<file path="config.mk">
export PLATFORM = sky130hd
export DESIGN_NAME = fetch_unit
export DESIGN_NICKNAME = d
export VERILOG_FILES = /design/src/verilog/mem_pkg.sv /design/src/verilog/fetch_unit.sv
export SDC_FILE = /design/constraint.sdc
export NUM_CORES = 1
export LEC_CHECK = 0
export BUFFER_PORTS_ARGS = -buffer_cell sky130_fd_sc_hd__buf_2
export CAP_MARGIN = 20
export CORE_UTILIZATION = 50
export DETAILED_ROUTE_END_ITERATION = 8
export HOLD_SLACK_MARGIN = 0.12
export PLACE_DENSITY = 0.76
export SETUP_SLACK_MARGIN = 0.4
export SYNTH_ARGS = -nofsm -noshare
export SYNTH_HDL_FRONTEND = slang
export SYNTH_SLANG_ARGS = --single-unit
export TNS_END_PERCENT = 20
</file>
<file path="constraint.sdc">
create_clock -name clk -period 5.2 [get_ports clk]
set_clock_uncertainty 0.15 [all_clocks]
set_input_delay 0.52 -clock clk [delete_from_list [all_inputs] [get_ports clk]]
set_output_delay 0.52 -clock clk [all_outputs]
set_load 0.01 [all_outputs]
</file>
<file path="src/verilog/mem_pkg.sv">
package mem_pkg;

    // basic widths of the RV32 memory side
    typedef logic [31:0] word_t;
    typedef logic [31:0] addr_t;
    typedef logic [3:0]  be_t;

    // byte enable patterns, shifted by the byte offset where needed.
    localparam be_t BE_NONE = 4'b0000; // pure read.
    localparam be_t BE_BYTE = 4'b0001;
    localparam be_t BE_HALF = 4'b0011;
    localparam be_t BE_ALL  = 4'b1111;

    // pc step per fetched instruction.
    localparam addr_t INSTR_BYTES = 32'd4;

    // one request on a memory port
    typedef struct packed {
        addr_t addr;  // word aligned.
        word_t wdata;
        be_t   be;    // all zero for a read.
    } ram_req_t;

    // access size of a load or store
    typedef enum logic [1:0] {
        size_byte = 2'd0,
        size_half = 2'd1,
        size_word = 2'd2
    } lsu_size_e;

    // one load/store unit request
    typedef struct packed {
        logic      store;
        lsu_size_e size;
        logic      is_unsigned;
        addr_t     addr;  // byte address.
        word_t     wdata; // right aligned.
    } lsu_req_t;

    // one fetched instruction with its address
    typedef struct packed {
        addr_t pc;
        word_t instr;
    } fetch_rsp_t;

endpackage

</file>
<file path="src/verilog/fetch_unit.sv">
module fetch_unit #(
    parameter mem_pkg::addr_t RESET_PC = 32'h0000_0000
) (
    input  logic                clk,
    input  logic                rst_n_i,

    output logic                ram_valid_o,
    output mem_pkg::ram_req_t   ram_req_o,
    input  logic                ram_ready_i,
    input  mem_pkg::word_t      ram_rdata_i,

    output mem_pkg::fetch_rsp_t instr_o,
    output logic                instr_valid_o,
    input  logic                instr_ack_i,

    input  logic                redirect_i,
    input  mem_pkg::addr_t      redirect_pc_i
);

    mem_pkg::addr_t      pc_q;
    logic                epoch_q;

    mem_pkg::fetch_rsp_t buf_q [2];
    logic                wr_ptr_q;
    logic                rd_ptr_q;
    logic [1:0]          count_q;
    logic [1:0]          count_d;

    logic                infl_q;       // request waiting for ready.
    mem_pkg::addr_t      infl_pc_q;
    logic                infl_epoch_q;

    logic                issue;
    logic                push;
    logic                pop;

    // entries plus in-flight below two.
    assign issue = (count_q == 2'd0) || ((count_q == 2'd1) && !infl_q);
    assign push  = ram_ready_i && (infl_epoch_q == epoch_q); // stale epoch is dropped.
    assign pop   = instr_valid_o && instr_ack_i;

    assign ram_valid_o = issue;
    assign ram_req_o   = '{addr: pc_q, wdata: '0, be: mem_pkg::BE_NONE};

    assign instr_o       = buf_q[rd_ptr_q];
    assign instr_valid_o = (count_q != 2'd0);

    always_comb begin
        count_d = count_q;
        if (push && !pop) begin
            count_d = count_q + 2'd1;
        end else if (pop && !push) begin
            count_d = count_q - 2'd1;
        end
    end

    always_ff @(posedge clk) begin
        if (!rst_n_i) begin
            pc_q     <= RESET_PC;
            epoch_q  <= 1'b0;
            wr_ptr_q <= 1'b0;
            rd_ptr_q <= 1'b0;
            count_q  <= 2'd0;
            infl_q   <= 1'b0;
        end else begin
            infl_q <= issue;
            if (redirect_i) begin
                pc_q     <= redirect_pc_i; // beats a same cycle ack.
                epoch_q  <= ~epoch_q;
                wr_ptr_q <= 1'b0;
                rd_ptr_q <= 1'b0;
                count_q  <= 2'd0;
            end else begin
                if (issue) begin
                    pc_q <= pc_q + mem_pkg::INSTR_BYTES;
                end
                if (push) begin
                    wr_ptr_q <= ~wr_ptr_q;
                end
                if (pop) begin
                    rd_ptr_q <= ~rd_ptr_q;
                end
                count_q <= count_d;
            end
        end
    end

    always_ff @(posedge clk) begin
        if (issue) begin
            infl_pc_q    <= pc_q;
            infl_epoch_q <= epoch_q; // old epoch if redirected now.
        end
        if (push) begin
            buf_q[wr_ptr_q] <= '{pc: infl_pc_q, instr: ram_rdata_i};
        end
    end

    occupancy_max: assert property (@(posedge clk) disable iff (!rst_n_i)
        ({1'b0, count_q} + {2'b00, infl_q}) <= 3'd2);

    // the memory answers every fetch exactly one cycle later
    ready_follows_issue: assert property (@(posedge clk) disable iff (!rst_n_i)
        ram_valid_o |=> ram_ready_i);

endmodule

</file>
==> results.toml, run 1 <==
[run_status]
status = "finished, final reports clean"

[sta]
finalHoldViolations = 0
slew_headroom_pct = 41.1
finalCriticalPeriod_ps = 3000
worstMarginPinSlew_ps = 884
setup_tns_ps = 0
timing.final.crit_share_pct = 57.6
setup_viol = 0
max_freq_mhz = 334
slew_viol_final = 0
rsz0062_at_grt = "no"

[detailed_routing]
highest_layer = "met4"
first_pass_iters = 5
postRouteAntennaNets = 0
wl_met3_mm = 1.42
drc = 0
wl_met2_mm = 7.52
via_count = 4719
wl_per_cell_um = 16.8
first_iter_violations = 268
wl_met1_mm = 6.49
routed_wl_mm = 15.5
via_per_inst = 5.10

[hold_path]
hold_path_depth = 1
min_path_type = "input pin to register"

[logic_synthesis]
synth_top_family_by_area = "multiplexers"
ys_types = 43
synthAdderAreaFrac_pct = 0.630
synth_xor_area_share_pct = 3.42
ys_warn_count = 0
syn_avg_cell_area_um2 = 15.4
synth_compound_area_share_pct = 4.93
ys_ff_latch = 200
yosys.area_share.simple_pct = 5.53
synth.area.mux_share_pct = 9.45
synthFlopType = "edfxtp_1"
ys_async_sr_fraction_pct = 0
ys_seq_area_share_pct = 70.7
synth_area_mm2 = 0.00794
synth-edff-count = 161
syn_inst = 516

[global_routing]
antenna_found_initial = 0
grt_usage_pct = 19.5
grt_pass1_vias = 4640
grt_pass1_wl_mm = 23.6
overflow = 0
grt_start_max_net_pins = 66

[placed_design]
place_congestion = 0.820
dpl.hpwl_mm = 10.4
io_buffers = 166

[power]
leakage_nw = 3.69
power_mw = 3.87
powerDensity_mw_per_mm2 = 403
ir_drop_mv = 0.292

[setup_path]
crit_arrival_ps = 2330
critPathRequiredTime_ps = 4530
end_kind = "primary output"
crit_fanout = 13
worst-setup-path-type = "register to primary output"
startpoint_type = "register"
r2r_cells = 5

[clocking]
tritoncts = "done"
cts_repair_resize_count = 0
cts_max_path_buffers = 2
htree_levels = 4
numCtsBuffers = 17
cts_sinks = 200
root_buffer = "clkbuf_16"
path_clk_slew_ps = 60
clock_latency_ps = 430

[floorplanning]
start_util_pct = 51.7
core-area_mm2 = 0.0154
dieHeight_um = 128
die_area_mm2 = 0.0164
dieWidth_um = 128
ios = 203
num_rows = 45

[finish]
final_cell_mix = "buf_2, edfxtp_1, mux2_2"
insertedDiodeCount = 0
final_common_cell = "buf_2"
final_nets = 774
drive_above_1_share_pct = 38.7
fillers = 1115
syn_to_final_growth_pct = 21.1

[flow_run]
maxCapViolCount = 0
-- routing by layer --
layer / vias to the layer above / GRT usage, %
met5: - / 0
met4: 0 / 6.51
met3: 13 / 5.72
met2: 249 / 32.1
met1: 2240 / 24.8
li1: 2217 / -
-- cells by family after synthesis --
group                    count (synthesis)
buffers and inverters                   70
other                                    1
AND/OR/NAND/NOR                         77
adder cells (fa/ha/maj)                  4
XOR/XNOR                                31
flip-flops                             200
multiplexers                            67
AO/OA/AOI/OAI                           66
-- sequential cells by signal (all words and copies together), names as in the netlist, named ones only --
signal,flops
buf_q,128
infl_pc_q,32
pc_q,32
count_q,2
epoch_q,1
infl_epoch_q,1
infl_q,1
rd_ptr_q,1
wr_ptr_q,1
-- Yosys cell counts, types with 2 or more instances --
library cell	n	area [um^2]
a21oi_1	27	135
edfxtp_1	161	4830
ha_1	4	50.1
dfxtp_1	39	781
or3_1	2	12.5
xor2_1	8	70.1
o2111ai_2	2	30.0
nor4_2	2	25.0
and3_1	2	12.5
mux2_2	64	721
inv_1	14	52.6
nor4_1	6	37.5
nand4_2	2	25.0
nor2_1	14	52.6
clkbuf_1	13	48.8
buf_4	38	285
xnor2_1	23	201
mux2i_1	3	30.0
nand3_1	8	40.0
and4_1	2	17.5
and2_1	4	25.0
buf_2	2	10.0
nor2b_1	4	25.0
nor3_1	9	45.0
o21ai_0	27	135
nand2_1	16	60.1
o211a_1	4	40.0
-- layout make-up --
cell class / count / area, um^2 / share of cell area (%)
flip-flops and latches: 200 / 5620 / 58.4
well taps: 211 / 264 / 2.74
inverters: 15 / 56.3 / 0.585
clock buffers: 19 / 433 / 4.50
multi-input cells: 281 / 2050 / 21.3
clock inverters: 13 / 154 / 1.60
repair buffers: 186 / 1040 / 10.8
-- final timing paths --
kind	slack [ps]	to	from
max	2200	ram_valid_o	count_q[0]$_SDFFE_PP0P_
min	140	buf_q[1][24]$_DFFE_PP_	ram_rdata_i[24]
max reg2reg	2630	infl_pc_q[26]$_DFFE_PP_	count_q[0]$_SDFFE_PP0P_
min reg2reg	290	buf_q[1][36]$_DFFE_PP_	infl_pc_q[4]$_DFFE_PP_
-- critical path, cell delays in order (launching register included) --
cell	delay, ps
dfxtp_1	370
ha_1	160
nor2b_1	500
nor2_1	220
inv_1	410
buf_2	230
-- report_power, final --
group          internal, mW  switching (mW)  leakage (nW)
Clock                 0.753           0.544         0.284
Sequential             1.98          0.0939          1.89
Combinational         0.210           0.290          1.52
-- per-stage QoR --
stage	instance area [um^2]	setup slack [ps]	std cells	utilization (%)	hold WS (ps)
after global placement	8850	2560	877	57.6	274
final	9620	2200	925	62.6	136
after detailed placement	8850	2520	877	57.6	281
after global routing	9620	2030	925	62.6	122
after floorplan	8070	1210	551	-	271
after CTS	9590	2190	924	62.4	121
-- timing repair --
action                                 in CTS  in global routing
hold buffers                               15                  0
endpoints found under the hold margin      30                  0
buffers inserted                            0                  0
No activity file was read; power rests on OpenSTA's default activity.
==> run 2, diff against run 1 <==
--- a/config.mk
+++ b/config.mk
@@ -5,12 +5,13 @@
 export SDC_FILE = /design/constraint.sdc
 export NUM_CORES = 1
 export LEC_CHECK = 0
+export ABC_AREA = 1
 export BUFFER_PORTS_ARGS = -buffer_cell sky130_fd_sc_hd__buf_2
 export CAP_MARGIN = 20
 export CORE_UTILIZATION = 50
 export DETAILED_ROUTE_END_ITERATION = 8
 export HOLD_SLACK_MARGIN = 0.12
-export PLACE_DENSITY = 0.76
+export PLACE_DENSITY = 0.75
 export SETUP_SLACK_MARGIN = 0.4
 export SYNTH_ARGS = -nofsm -noshare
 export SYNTH_HDL_FRONTEND = slang
==> constraint.sdc (replaced) <==
create_clock -name clk -period 2.8 [get_ports clk]
set_clock_uncertainty 0.15 [all_clocks]
set_input_delay 0.28 -clock clk [delete_from_list [all_inputs] [get_ports clk]]
set_output_delay 0.28 -clock clk [all_outputs]
set_load 0.01 [all_outputs]
==> run 2 against run 1 <==
  * Final cell count grew 23%
  * Combinational power up 80%
  * Largest cell class unchanged
  * Synthesized cell count rose by 27%
  * Total power is 82% higher
  * Via count grew 21%
  * Area after synthesis is 5.3% higher
==> results.toml, run 2 <==
[run_status]
status = "finished, final reports clean"

[sta]
setup_tns_ps = 0
worstMarginPinSlew_ps = 529
slew_viol_final = 0
setup_viol = 0
timing.final.crit_share_pct = 82.2
slew_headroom_pct = 64.7
rsz0062_at_grt = "yes"
max_freq_mhz = 434
finalHoldViolations = 0
finalCriticalPeriod_ps = 2300
fin_ws_ps = 498

[logic_synthesis]
synth_top_cell_by_area = "edfxtp_1"
ys_warn_count = 0
ys_ff_latch = 200
ys_seq_area_share_pct = 67.1
synth_area_mm2 = 0.00836
synth.most_common_cell = "edfxtp_1"
synthTopCellsByCount = "edfxtp_1, nand2_1, mux2_2"
ys_async_sr_fraction_pct = 0
synth_area_leaders = "edfxtp_1, dfxtp_1, mux2_2"
synth_top_area_share_pct = 57.8
syn_avg_cell_area_um2 = 12.8
ys_types = 32
synth-edff-count = 161
synthFlopType = "edfxtp_1"
syn_inst = 653

[setup_path]
crit_fanout = 26
crit_path_max_incr_delay_ps = 370
critPathSlowestCell = "dfxtp_1"
crit_arrival_ps = 1870
r2r-end = "pc_q[22]$_SDFFE_PN0P_"
worst-setup-path-type = "register to primary output"
timing.rr.start = "count_q[0]$_SDFFE_PP0P_"
end_kind = "primary output"
startpoint = "count_q[0]$_SDFFE_PP0P_"
crit_path_cell_trace = "inv_1 -> ha_1 -> inv_1 -> nand2_2 -> buf_6 -> buf_2"
critPathRequiredTime_ps = 2370
r2r_cells = 9
endpoint = "ram_valid_o"
startpoint_type = "register"
crit_path_frequent_cell = "inv_1"
rrSetupSlack_ps = 650

[detailed_routing]
wl_per_cell_um = 15.7
drc = 0
via_per_inst = 5.02
via_count = 5708
routed_wl_mm = 17.8
postRouteAntennaNets = 0
first_iter_violations = 363
first_pass_iters = 6

[clocking]
numCtsBuffers = 17
htree_levels = 4
clock_latency_ps = 430
path_clk_slew_ps = 70
root_buffer = "clkbuf_16"
cts_max_path_buffers = 2
cts_sinks = 200
tritoncts = "done"

[power]
internal_power_mw = 5.36
switching_share_pct = 24.1
p_sw_mw = 1.70
ir_drop_mv = 0.507
powerDensity_mw_per_mm2 = 657
leakage_nw = 4.26
seq_power_share_pct = 52.8
power_frac_comb_pct = 12.8
clkPwrFrac_pct = 34.4

[finish]
final_nets = 980
fillers = 1188
insertedDiodeCount = 0
final_cell_mix = "buf_2, edfxtp_1, nand2_1"
largest_register_ffs = 128
syn_to_final_growth_pct = 28.5
reg_top3 = "buf_q (128), infl_pc_q (32), pc_q (32)"
final_common_cell = "buf_2"
drive_above_1_share_pct = 33.8
top_register = "buf_q"

[global_routing]
antenna_found_initial = 0
grt_usage_pct = 21.3
overflow = 0
grt_pass1_vias = 5551
grt_pass1_wl_mm = 28.2
grt_start_max_net_pins = 65

[floorplanning]
ios = 203
num_rows = 46
die_area_mm2 = 0.0172
start_util_pct = 51.9
core-area_mm2 = 0.0161
dieWidth_um = 131
dieHeight_um = 131

[hold_path]
min_path_type = "input pin to register"
hold_start = "redirect_i"

[placed_design]
io_buffers = 166
dpl.hpwl_mm = 11.3
place_congestion = 0.855
pre_cts_slack_ps = 400

[flow_run]
maxCapViolCount = 0
run 2: changes by cell type in the layout (fill, tap and decap cells not counted), sizes merged, moves of 6 or more:
cell | previous run | this run
nand2 | 16 | 108
buf | 171 | 180
a22o | 0 | 6
dlygate4sd3 | 15 | 74
nor4 | 8 | 0
nand3 | 8 | 30
clkinv | 9 | 3
nor3 | 9 | 3
a31oi | 0 | 6
clkinvlp | 1 | 7
inv | 15 | 56
xnor2 | 23 | 3
nor2 | 14 | 49
run 2: cells by family after synthesis:
kind of cell / share of synthesized area (%)
compound gates: 4.41
simple gates: 11.4
flops: 67.1
other cells: 0.0448
xor+xnor: 1.05
mux: 8.62
buf+inv: 6.73
fa+ha+maj: 0.598
run 2: worst min path at each step:
stage                              to  slack [ps]  depth (start not counted)
2_1_floorplan   buf_q[0][0]$_DFFE_PP_         230                          0
3_3_place_gp   buf_q[0][63]$_DFFE_PP_         270                          0
3_5_place_dp   buf_q[0][56]$_DFFE_PP_         280                          0
4_1_cts          pc_q[8]$_SDFFE_PN0P_         140                          3
5_1_grt          pc_q[8]$_SDFFE_PN0P_         160                          3
6_report         pc_q[8]$_SDFFE_PN0P_         170                          3
run 2: stage by stage:
stage / cell area, um^2 / util (%) / instances / total power, mW / hold WS [ps]
floorplan: 8500 / - / 688 / 4.26 / 229
global placement: 9350 / 58.0 / 1023 / 4.56 / 272
detailed placement: 9350 / 58.0 / 1023 / 4.59 / 281
CTS: 10700 / 66.3 / 1129 / 7.09 / 136
global route: 10700 / 66.7 / 1136 / 7.33 / 162
finish: 10700 / 66.7 / 1136 / 7.06 / 165
run 2: area by class of cell:
| class | count | area [um^2] | share of cell area (%) |
|---|---|---|---|
| flip-flops and latches | 200 | 5620 | 52.3 |
| multi-input cells | 379 | 2330 | 21.7 |
| repair buffers | 254 | 1720 | 16.0 |
| clock buffers | 19 | 453 | 4.21 |
| well taps | 216 | 270 | 2.51 |
| inverters | 55 | 210 | 1.96 |
| clock inverters | 13 | 145 | 1.35 |
run 2: worst max-delay path, delay by kind of cell, from the launching register on:
kind	cells	cell delay, ps
flip-flops	1	370
AND/OR/NAND/NOR	1	260
adder cells (fa/ha/maj)	1	180
buffers and inverters	4	620
run 2: per-layer routing:
layer | track usage [%] | share of wire [%] | up-vias
li1 | - | - | 2715
met5 | 0 | 0 | -
met4 | 8.91 | 2.0 | 0
met1 | 26.2 | 41 | 2704
met2 | 36.6 | 50 | 261
met3 | 4.01 | 6.4 | 28
run 2: power groups by stage:
stage | Combinational (mW) | Sequential, mW | Clock (mW)
CTS | 0.882 | 3.73 | 2.47
floorplan | 0.504 | 3.76 | 0
global placement | 0.780 | 3.78 | 0
global route | 0.976 | 3.77 | 2.59
detailed placement | 0.794 | 3.80 | 0
finish | 0.902 | 3.73 | 2.43
run 2: repair_timing:
action | CTS | global route
buffers inserted | 0 | 7
setup endpoints to repair | 5 | 24
pin swaps | 0 | 1
endpoints found under the hold margin | 99 | 0
hold buffers | 74 | 0
resized for setup | 0 | 2
