`config.mk`:
```
export PLATFORM = sky130hd
export DESIGN_NAME = lsu
export DESIGN_NICKNAME = d
export VERILOG_FILES = /design/src/verilog/mem_pkg.sv /design/src/verilog/lsu.sv
export SDC_FILE = /design/constraint.sdc
export NUM_CORES = 1
export LEC_CHECK = 0
export BUFFER_PORTS_ARGS = -buffer_cell sky130_fd_sc_hd__buf_2
export CORE_AREA = 2 2 80 82
export CTS_BUF_LIST = sky130_fd_sc_hd__clkbuf_8
export DETAILED_ROUTE_END_ITERATION = 10
export DIE_AREA = 0 0 82 84
export PLACE_DENSITY = 0.84
export SLEW_MARGIN = 20
export SYNTH_ARGS = -nofsm -noshare
export SYNTH_HDL_FRONTEND = slang
export SYNTH_SLANG_ARGS = --single-unit
```
`constraint.sdc`:
```
create_clock -name clk -period 1.95 [get_ports clk]
set_input_delay 0.195 -clock clk [delete_from_list [all_inputs] [get_ports clk]]
set_output_delay 0.195 -clock clk [all_outputs]
set_load 0.005 [all_outputs]
```
`src/verilog/mem_pkg.sv`:
```
package mem_pkg;

    // basic widths of the RV32 memory side
    typedef logic [31:0] word_t;
    typedef logic [31:0] addr_t;
    typedef logic [3:0]  be_t;

    // byte enable patterns, shifted by the byte offset where needed.
    localparam be_t BE_NONE = 4'b0000; // pure read.
    localparam be_t BE_BYTE = 4'b0001;
    localparam be_t BE_HALF = 4'b0011;
    localparam be_t BE_ALL  = 4'b1111;

    // pc step per fetched instruction.
    localparam addr_t INSTR_BYTES = 32'd4;

    // one request on a memory port
    typedef struct packed {
        addr_t addr;  // word aligned.
        word_t wdata;
        be_t   be;    // all zero for a read.
    } ram_req_t;

    // access size of a load or store
    typedef enum logic [1:0] {
        size_byte = 2'd0,
        size_half = 2'd1,
        size_word = 2'd2
    } lsu_size_e;

    // one load/store unit request
    typedef struct packed {
        logic      store;
        lsu_size_e size;
        logic      is_unsigned;
        addr_t     addr;  // byte address.
        word_t     wdata; // right aligned.
    } lsu_req_t;

    // one fetched instruction with its address
    typedef struct packed {
        addr_t pc;
        word_t instr;
    } fetch_rsp_t;

endpackage

```
`src/verilog/lsu.sv`:
```
module lsu (
    input  logic              clk,
    input  logic              rst_n_i,

    input  logic              lsu_valid_i,
    input  mem_pkg::lsu_req_t lsu_req_i,
    output logic              lsu_done_o,
    output logic              lsu_err_o,
    output mem_pkg::word_t    lsu_rdata_o,

    output logic              ram_valid_o,
    output mem_pkg::ram_req_t ram_req_o,
    input  logic              ram_ready_i,
    input  mem_pkg::word_t    ram_rdata_i
);

    logic [1:0]         offset;
    logic               misaligned;
    mem_pkg::be_t       store_be;

    // attributes of the access in flight
    mem_pkg::lsu_size_e pend_size_q;
    logic               pend_unsigned_q;
    logic               pend_store_q;
    logic [1:0]         pend_offset_q;
    logic               err_q;

    mem_pkg::word_t     shifted;
    logic               byte_sign;
    logic               half_sign;
    mem_pkg::word_t     load_data;

    assign offset = lsu_req_i.addr[1:0];

    always_comb begin
        case (lsu_req_i.size)
            mem_pkg::size_byte: begin
                misaligned = 1'b0;
            end
            mem_pkg::size_half: begin
                misaligned = offset[0]; // odd address.
            end
            mem_pkg::size_word: begin
                misaligned = (offset != 2'b00);
            end
            default: begin
                misaligned = 1'b1; // unused size code.
            end
        endcase
    end

    always_comb begin
        case (lsu_req_i.size)
            mem_pkg::size_byte: begin
                store_be = mem_pkg::BE_BYTE << offset;
            end
            mem_pkg::size_half: begin
                store_be = mem_pkg::BE_HALF << offset; // offset is 0 or 2 here.
            end
            default: begin
                store_be = mem_pkg::BE_ALL;
            end
        endcase
    end

    // misaligned requests never reach the memory.
    assign ram_valid_o     = lsu_valid_i && !misaligned;
    assign ram_req_o.addr  = {lsu_req_i.addr[31:2], 2'b00};
    assign ram_req_o.wdata = lsu_req_i.wdata << {offset, 3'b000};
    assign ram_req_o.be    = lsu_req_i.store ? store_be : mem_pkg::BE_NONE;

    always_ff @(posedge clk) begin
        if (!rst_n_i) begin
            err_q <= 1'b0;
        end else begin
            err_q <= lsu_valid_i && misaligned;
        end
    end

    always_ff @(posedge clk) begin
        if (ram_valid_o) begin
            pend_size_q     <= lsu_req_i.size;
            pend_unsigned_q <= lsu_req_i.is_unsigned;
            pend_store_q    <= lsu_req_i.store;
            pend_offset_q   <= offset;
        end
    end

    // bring the addressed bytes down to bit 0
    assign shifted   = ram_rdata_i >> {pend_offset_q, 3'b000};
    assign byte_sign = shifted[7] & ~pend_unsigned_q;
    assign half_sign = shifted[15] & ~pend_unsigned_q;

    always_comb begin
        case (pend_size_q)
            mem_pkg::size_byte: begin
                load_data = {{24{byte_sign}}, shifted[7:0]};
            end
            mem_pkg::size_half: begin
                load_data = {{16{half_sign}}, shifted[15:0]};
            end
            default: begin
                load_data = shifted;
            end
        endcase
    end

    assign lsu_done_o  = ram_ready_i;
    assign lsu_err_o   = err_q;
    assign lsu_rdata_o = pend_store_q ? '0 : load_data; // stores return zero.

    done_err_exclusive: assert property (@(posedge clk) disable iff (!rst_n_i)
        !(lsu_done_o && lsu_err_o));

    // every request ends in exactly one of done or err on the next cycle
    one_result_per_req: assert property (@(posedge clk) disable iff (!rst_n_i)
        lsu_valid_i |=> (lsu_done_o ^ lsu_err_o));

endmodule

```
==> out/qor.log, run 1 <==
INFO  outcome        result_of_the_run=finished clean
INFO  timing         fmax=523MHz
INFO  drt            drt-total-wl=6220µm
INFO  timing         slew-limit-headroom=64.1%
INFO  worst_setup_path crit_chain=mux4_2 -> nor2_4 -> buf_12 -> o21ai_0 -> buf_2
INFO  placement      placed_cells_incl_taps=428
INFO  layout         num-fill-cells=613
INFO  synthesis      synth_commonest_cells=buf_4, mux2i_1, a21oi_1, a211oi_1, nor2b_1
INFO  worst_setup_path crit_buf_inv=2
INFO  placement      gp_routability_congestion=0.780
INFO  drt            antenna_violating_nets_post_route=0
INFO  synthesis      yosysSeqAreaShare=11.1%
INFO  synthesis      synth_cell_types=35
INFO  worst_hold_path min_delay_path_depth=1
INFO  timing         hold_violation_count_in_the_final_report=0
INFO  pwr            power.leakage=1.27nW
INFO  placement      placement.io_buffers=142
INFO  synthesis      synth_area_leaders=mux2i_1, buf_4, edfxtp_1
INFO  worst_setup_path worst_setup_path_end_kind=output pin
INFO  worst_setup_path critical_path.startpoint=pend_offset_q[1]$_DFFE_PP_
INFO  floorplan      die_width=82µm
INFO  global_route   initial_antenna_violation_count=0
INFO  global_route   first_pass_grt_wire_length=8990µm
INFO  layout         antenna_cells=0
INFO  timing         min_period_over_period=98.1%
INFO  layout         final_design_utilization=40.4%
INFO  floorplan      initial_core_util=29.6%
INFO  worst_setup_path critical_path.top_delay_family=multiplexers
INFO  worst_hold_path worstHoldStart=lsu_req_i[64]
INFO  clock_network  root_buffer=clkbuf_8
INFO  worst_setup_path crit_path_max_fanout=16
INFO  clock_network  tritoncts=done
INFO  drt            post_drt_wl_per_cell=14.4µm
INFO  drt            via_count=2283
INFO  global_route   first_global_vias=1997
INFO  layout         drive_gt1_share=48.9%
INFO  synthesis      number_of_enable_flip_flop_cells_after_synthesis=6
INFO  timing         hold_ws=0.156ns
INFO  synthesis      synthCells=248
INFO  clock_network  cts_max_path_buffers=2
INFO  worst_hold_path worstHoldEndpoint=pend_unsigned_q$_DFFE_PP_
INFO  worst_setup_path crit_path_top_delay_cell=mux4_2
INFO  global_route   largest_net_degree_at_the_start_of_global_routing=32
INFO  layout         register_area=200µm²
INFO  synthesis      synth_area=0.00181mm²
INFO  run            max_cap_viol_count=0
INFO  drt            detail_route.first_pass.iterations=5
INFO  synthesis      async_reset_ff_share=0%
INFO  worst_setup_path worstSetupPathType=flop to output pin
INFO  timing         rsz_0062_raised_after_global_routing=true
INFO  timing         setup_viol=0
INFO  clock_network  clkSinkCount=7
INFO  timing         timing.final.max_slew_violations=0
INFO  layout         finish.cell_count_without_fillers=433
INFO  synthesis      synth_top_area_share=17.7%
INFO  synthesis      synthesis.yosys.warnings=0
INFO  floorplan      placeableCoreArea=0.00610mm²
INFO  worst_setup_path cp_slowest_stage_delay=0.60ns
INFO  layout         areaGrowthSynthToFinish=36.1%
INFO  synthesis      most_frequent_cell_after_synthesis=buf_4
INFO  layout         multiInputGateArea=0.00128mm²
INFO  synthesis      yosys_most_used_dff=edfxtp_1
INFO  synthesis      post_synth.cell_area_avg=7.29µm²
INFO  worst_hold_path min_path_type=input pin to flop
INFO  pwr            pwr_density_cell=403mW/mm²
INFO  worst_setup_path critical_path_arrival=1.72ns
INFO  drt            first_iter_violations=68
INFO  clock_network  total_clock_buffers_created_by_cts=3
INFO  floorplan      design.portCount=207
INFO  pwr            worst_ir_drop_vdd=0.172mV
INFO  clock_network  htreeDepth=1
INFO  timing         max_slew.worst_pin.slew=0.537ns
INFO  synthesis      ys_ff_latch=7
INFO  layout         finish.net_count=461
INFO  global_route   grt_use_total=16.2%
INFO  synthesis      post-synth-top-area-cell=mux2i_1
INFO  floorplan      die_area=0.00689mm²
INFO  worst_setup_path timing.critical_path.from_type=flop
INFO  global_route   globalRoute.totalOverflow=0
INFO  clock_network  clk_transition_reported_paths=0.04ns
INFO  floorplan      num_rows=29
INFO  worst_setup_path cp_data_required_time=1.75ns
INFO  drt            viasPerCell=5.27
INFO  timing         period_needed=1.91ns
INFO  placement      detailed_place_hpwl=5130µm
INFO  clock_network  cts-hold-fix-buffers=0
INFO  drt            drcViolationCount=0
INFO  floorplan      die-height=84µm
[sequential cells by signal, summed over array words and instances (netlist names)]
name / flops
pend_offset_q: 2
pend_size_q: 2
lsu_err_o: 1
pend_store_q: 1
pend_unsigned_q: 1
[kinds of logic after synthesis]
kind of cell	share of synthesized area, %
other cells	0.208
flops	11.1
buf+inv	19.7
mux	19.6
compound gates	27.4
simple gates	22.1
[layer usage]
| layer | track usage [%] | vias up | part of all wire, % |
|---|---|---|---|
| met5 | 0 | - | 0 |
| met4 | 4.39 | 0 | 1.7 |
| met3 | 5.19 | 16 | 11 |
| met2 | 31.1 | 169 | 50 |
| met1 | 16.1 | 1028 | 38 |
| li1 | - | 1070 | - |
[layout by cell type (no fill, tap or decap), types with 3 or more instances in the layout]
cell type  synthesis  layout
a211oi_1          22      22
a21oi_1           23      22
and2_1             8       8
buf_2              8     142
buf_4             34      11
clkbuf_8           0       3
edfxtp_1           6       6
mux2i_1           32      32
nand2_1           18      18
nor2_1            13      13
nor2b_1           21      21
o21a_1             4       4
o21ai_0           14      13
o21ai_1            2       3
o22ai_1            8       7
or2_2              7       7
[metrics by stage]
step / setup TNS [ns] / cell area (µm²) / setup WS [ns] / power, mW
after floorplan: 0 / 1810 / 0.377 / 0.556
after global placement: 0 / 2360 / 0.259 / 0.753
after detailed placement: 0 / 2360 / 0.206 / 0.768
after CTS: 0 / 2440 / 0.0227 / 0.987
after global routing: -0.0179 / 2460 / -0.00438 / 1.06
final: 0 / 2460 / 0.0376 / 0.990
[area by class of cell]
type / count / share of cell area (%)
clock inverter: 1 / 0.153
tap: 77 / 3.92
multi-input combinational: 188 / 52.0
clock buffer: 3 / 1.68
timing repair buffer: 156 / 34.0
sequential: 7 / 8.14
inverter: 1 / 0.153
[worst max path at each step]
| stage | endpoint | slack, ns | cells past startpoint |
|---|---|---|---|
| floorplan | lsu_rdata_o[16] | 0.38 | 5 |
| global placement | lsu_rdata_o[28] | 0.26 | 4 |
| global route | lsu_rdata_o[19] | -0.004 | 5 |
| finish | lsu_rdata_o[31] | 0.04 | 5 |
| CTS | lsu_rdata_o[16] | 0.02 | 5 |
| detailed placement | lsu_rdata_o[28] | 0.21 | 4 |
[report_power, final]
group / total (mW) / switching, mW / internal, mW
Combinational: 0.605 / 0.310 / 0.295
Sequential: 0.190 / 0.0124 / 0.177
Clock: 0.195 / 0.0595 / 0.136
[timing repair]
item	in CTS	in global routing
resized for setup	2	5
buffers inserted	1	0
pin swaps	1	2
gates cloned	0	0
endpoints found under the setup margin	7	25
Note: power is estimated with default switching activity, not from simulation.
==> inputs of run 2 (changes only) <==
--- a/config.mk
+++ b/config.mk
@@ -5,12 +5,13 @@
 export SDC_FILE = /design/constraint.sdc
 export NUM_CORES = 1
 export LEC_CHECK = 0
+export ABC_AREA = 1
 export BUFFER_PORTS_ARGS = -buffer_cell sky130_fd_sc_hd__buf_2
-export CORE_AREA = 2 2 80 82
+export CORE_AREA = 2 2 81 83
 export CTS_BUF_LIST = sky130_fd_sc_hd__clkbuf_8
 export DETAILED_ROUTE_END_ITERATION = 10
-export DIE_AREA = 0 0 82 84
-export PLACE_DENSITY = 0.84
+export DIE_AREA = 0 0 83 85
+export PLACE_DENSITY = 0.87
 export SLEW_MARGIN = 20
 export SYNTH_ARGS = -nofsm -noshare
 export SYNTH_HDL_FRONTEND = slang
==> run 2 against run 1 <==
Against the previous run:
- critical path depth rose by 5
- maximum frequency rose by 1.3%
- utilization rose by 3.6 points
- sequential share of layout area fell by 0.81 points
- via count rose by 24%
==> out/qor.log, run 2 <==
INFO  synthesis      number_of_enable_flip_flop_cells_after_synthesis=6 [unchanged]
INFO  floorplan      initial_core_util=33.5% [+3.8 points]
INFO  global_route   first_pass_grt_wire_length=12200µm [+35%]
INFO  placement      placed_cells_incl_taps=538 [+26%]
INFO  global_route   first_global_vias=2586 [+29%]
INFO  drt            drcViolationCount=0 [unchanged]
INFO  synthesis      post-synth-top-area-cell=nand2_1
INFO  worst_setup_path timing.critical_path.from_type=flop
INFO  timing         setup_viol=0 [unchanged]
INFO  layout         finish.net_count=585 [+27%]
INFO  synthesis      synth_cell_types=29 [-17%]
INFO  layout         drive_gt1_share=43.3% [-5.5 points]
INFO  synthesis      yosys_most_used_dff=edfxtp_1
INFO  pwr            switching_power=0.477mW [+25%]
INFO  synthesis      ys_ff_latch=7 [unchanged]
INFO  pwr            power.leakage=1.65nW [+30%]
INFO  drt            via_count=2837 [+24%]
INFO  layout         layout_common_cells=buf_2, nand2_1, inv_1
INFO  clock_network  htreeDepth=1 [unchanged]
INFO  worst_setup_path crit_chain=clkinv_4 -> buf_4 -> buf_4 -> nand2_1 -> nand2_2 -> nand2_1 -> a21oi_2 -> nand2_2 -> inv_2 -> buf_2
INFO  clock_network  total_clock_buffers_created_by_cts=3 [unchanged]
INFO  drt            detail_route.first_pass.iterations=4 [-1]
INFO  clock_network  root_buffer=clkbuf_8
INFO  synthesis      post_synth.cell_area_avg=5.66µm² [-22%]
INFO  pwr            pwr-share-comb=63.9% [+2.8 points]
INFO  synthesis      synth_commonest_cells=nand2_1, buf_4, inv_1, nand3_1, a21oi_1
INFO  clock_network  cts-hold-fix-buffers=0 [unchanged]
INFO  placement      dpl_cell_area=0.00252mm² [+6.8%]
INFO  floorplan      die_area=0.00706mm² [+2.4%]
INFO  worst_setup_path crit_path_top_delay_cell=edfxtp_1
INFO  layout         finish.cell_count_without_fillers=557 [+29%]
INFO  synthesis      synth_top_area_share=18.4% [+0.72 points]
INFO  placement      placement.io_buffers=142 [unchanged]
INFO  pwr            power.switching_fraction=43.5% [+4.9 points]
INFO  pwr            share_seq_of_total_power=17.8% [-1.3 points]
INFO  worst_hold_path min_path_type=input pin to flop
INFO  placement      detailed_place_hpwl=6150µm [+20%]
INFO  floorplan      design.portCount=207 [unchanged]
INFO  clock_network  clkSinkCount=7 [unchanged]
INFO  pwr            worst_ir_drop_vdd=0.240mV [+39%]
INFO  synthesis      synthCells=367 [+48%]
INFO  timing         fmax=530MHz [+1.3%]
INFO  layout         most_common_cell_after_layout_fill_and_taps_aside=buf_2
INFO  drt            drt-total-wl=7860µm [+26%]
INFO  drt            antenna_violating_nets_post_route=0 [unchanged]
INFO  synthesis      most_frequent_cell_after_synthesis=nand2_1
INFO  run            max_cap_viol_count=0 [unchanged]
INFO  timing         hold_violation_count_in_the_final_report=0 [unchanged]
INFO  global_route   largest_net_degree_at_the_start_of_global_routing=38 [+19%]
INFO  worst_setup_path crit_path_max_fanout=7 [-9]
INFO  outcome        result_of_the_run=finished clean
INFO  global_route   grt_use_total=20.5% [+4.3 points]
INFO  layout         final_design_utilization=44.0% [+3.6 points]
INFO  timing         period_needed=1.89ns [-0.0254 ns]
INFO  pwr            pwr_density_cell=402mW/mm² [-0.21%]
INFO  layout         reg.largest.list=pend_offset_q (2), pend_size_q (2)
INFO  drt            post_drt_wl_per_cell=14.1µm [-1.7%]
INFO  timing         slew-limit-headroom=51.2% [-13 points]
INFO  drt            viasPerCell=5.09 [-3.4%]
INFO  timing         min_period_over_period=96.8% [-1.3 points]
INFO  worst_setup_path critical_path_arrival=1.69ns [-0.03 ns]
INFO  timing         hold_ws=0.150ns [-0.00563 ns]
INFO  synthesis      synth_area_leaders=nand2_1, buf_4, edfxtp_1
INFO  synthesis      async_reset_ff_share=0% [unchanged]
INFO  timing         rsz_0062_raised_after_global_routing=true
INFO  synthesis      yosysSeqAreaShare=9.64% [-1.4 points]
INFO  floorplan      num_rows=29 [unchanged]
INFO  floorplan      placeableCoreArea=0.00620mm² [+1.8%]
INFO  layout         antenna_cells=0 [unchanged]
INFO  clock_network  cts_max_path_buffers=2 [unchanged]
INFO  layout         areaGrowthSynthToFinish=31.5%
INFO  pwr            clockPowerShare=18.3% [-1.4 points]
INFO  worst_setup_path cp_data_required_time=1.75ns [about the same]
INFO  synthesis      synthesis.yosys.warnings=0 [unchanged]
INFO  floorplan      die-height=85µm [+1.2%]
INFO  floorplan      die_width=83µm [+1.2%]
INFO  timing         max_slew.worst_pin.slew=0.733ns [+0.196 ns]
INFO  layout         finalInstanceArea=0.00273mm² [+11%]
INFO  clock_network  clk_transition_reported_paths=0.04ns [about the same]
INFO  pwr            internal_power_contribution=0.620mW [+1.9%]
INFO  global_route   globalRoute.totalOverflow=0 [unchanged]
INFO  worst_setup_path worst_setup_path_end_kind=output pin
INFO  timing         timing.final.max_slew_violations=0 [unchanged]
INFO  clock_network  tritoncts=done
INFO  worst_setup_path worstSetupPathType=flop to output pin
INFO  placement      gp_routability_congestion=0.997 [+28%]
INFO  synthesis      synth_area=0.00208mm² [+15%]
INFO  worst_setup_path cp_slowest_stage_delay=0.50ns [-0.10 ns]
INFO  global_route   initial_antenna_violation_count=0 [unchanged]
INFO  drt            first_iter_violations=121 [+78%]
run 2: worst paths after layout:
| check | to | cells past startpoint | slack [ns] | start |
|---|---|---|---|---|
| hold / removal | pend_unsigned_q$_DFFE_PP_ | 1 | 0.15 | lsu_req_i[64] |
| setup / recovery | lsu_rdata_o[22] | 10 | 0.06 | pend_offset_q[0]$_DFFE_PP_ |
run 2: metal layers:
layer  GRT usage, %  up-vias  wire [µm]
met1           23.5     1238       2970
met4           7.60        0        231
met5              0        -          0
li1               -     1375          -
met2           37.2      208       3860
met3           4.67       16        803
run 2: repair_timing:
action,4_1_cts,5_1_grt
cloned,1,0
setup buffers,1,13
resized for setup,0,14
hold endpoints to repair,0,0
setup endpoints to repair,8,23
pin swaps,0,2
run 2: cells by family after synthesis:
family,synth area share [%]
compound gates,21.5
other cells,0.181
buf+inv,29.7
simple gates,39.1
flops,9.64
run 2: worst max-delay path, delay by kind of cell (launching register included):
kind                   cells  cell delay (ns)
AND/OR/NAND/NOR            4             0.31
flip-flops                 1             0.50
AO/OA/AOI/OAI              1             0.06
buffers and inverters      5             0.60
run 2: cell type report:
type,instances,area [µm²]
Fill cell,687,3470
Multi-Input combinational cell,255,1280
Timing Repair Buffer,164,903
Sequential cell,7,200
Inverter,49,194
Tap cell,77,96.3
Clock buffer,3,41.3
Timing Repair inverter,1,11.3
Clock inverter,1,3.75
run 2: power by group through the flow:
stage / Combinational (mW) / Sequential, mW / Clock, mW
2_1_floorplan: 0.460 / 0.183 / 0
3_3_place_gp: 0.637 / 0.196 / 0
3_5_place_dp: 0.640 / 0.197 / 0
4_1_cts: 0.647 / 0.195 / 0.203
5_1_grt: 0.776 / 0.198 / 0.216
6_report: 0.701 / 0.196 / 0.200
run 2: per-stage QoR:
stage | TNS [ns] | worst slack [ns] | power (mW)
2_1_floorplan | 0 | 0.554 | 0.643
3_3_place_gp | 0 | 0.230 | 0.833
3_5_place_dp | 0 | 0.204 | 0.837
4_1_cts | 0 | 0.0194 | 1.05
5_1_grt | -0.520 | -0.0792 | 1.19
6_report | 0 | 0.0631 | 1.10
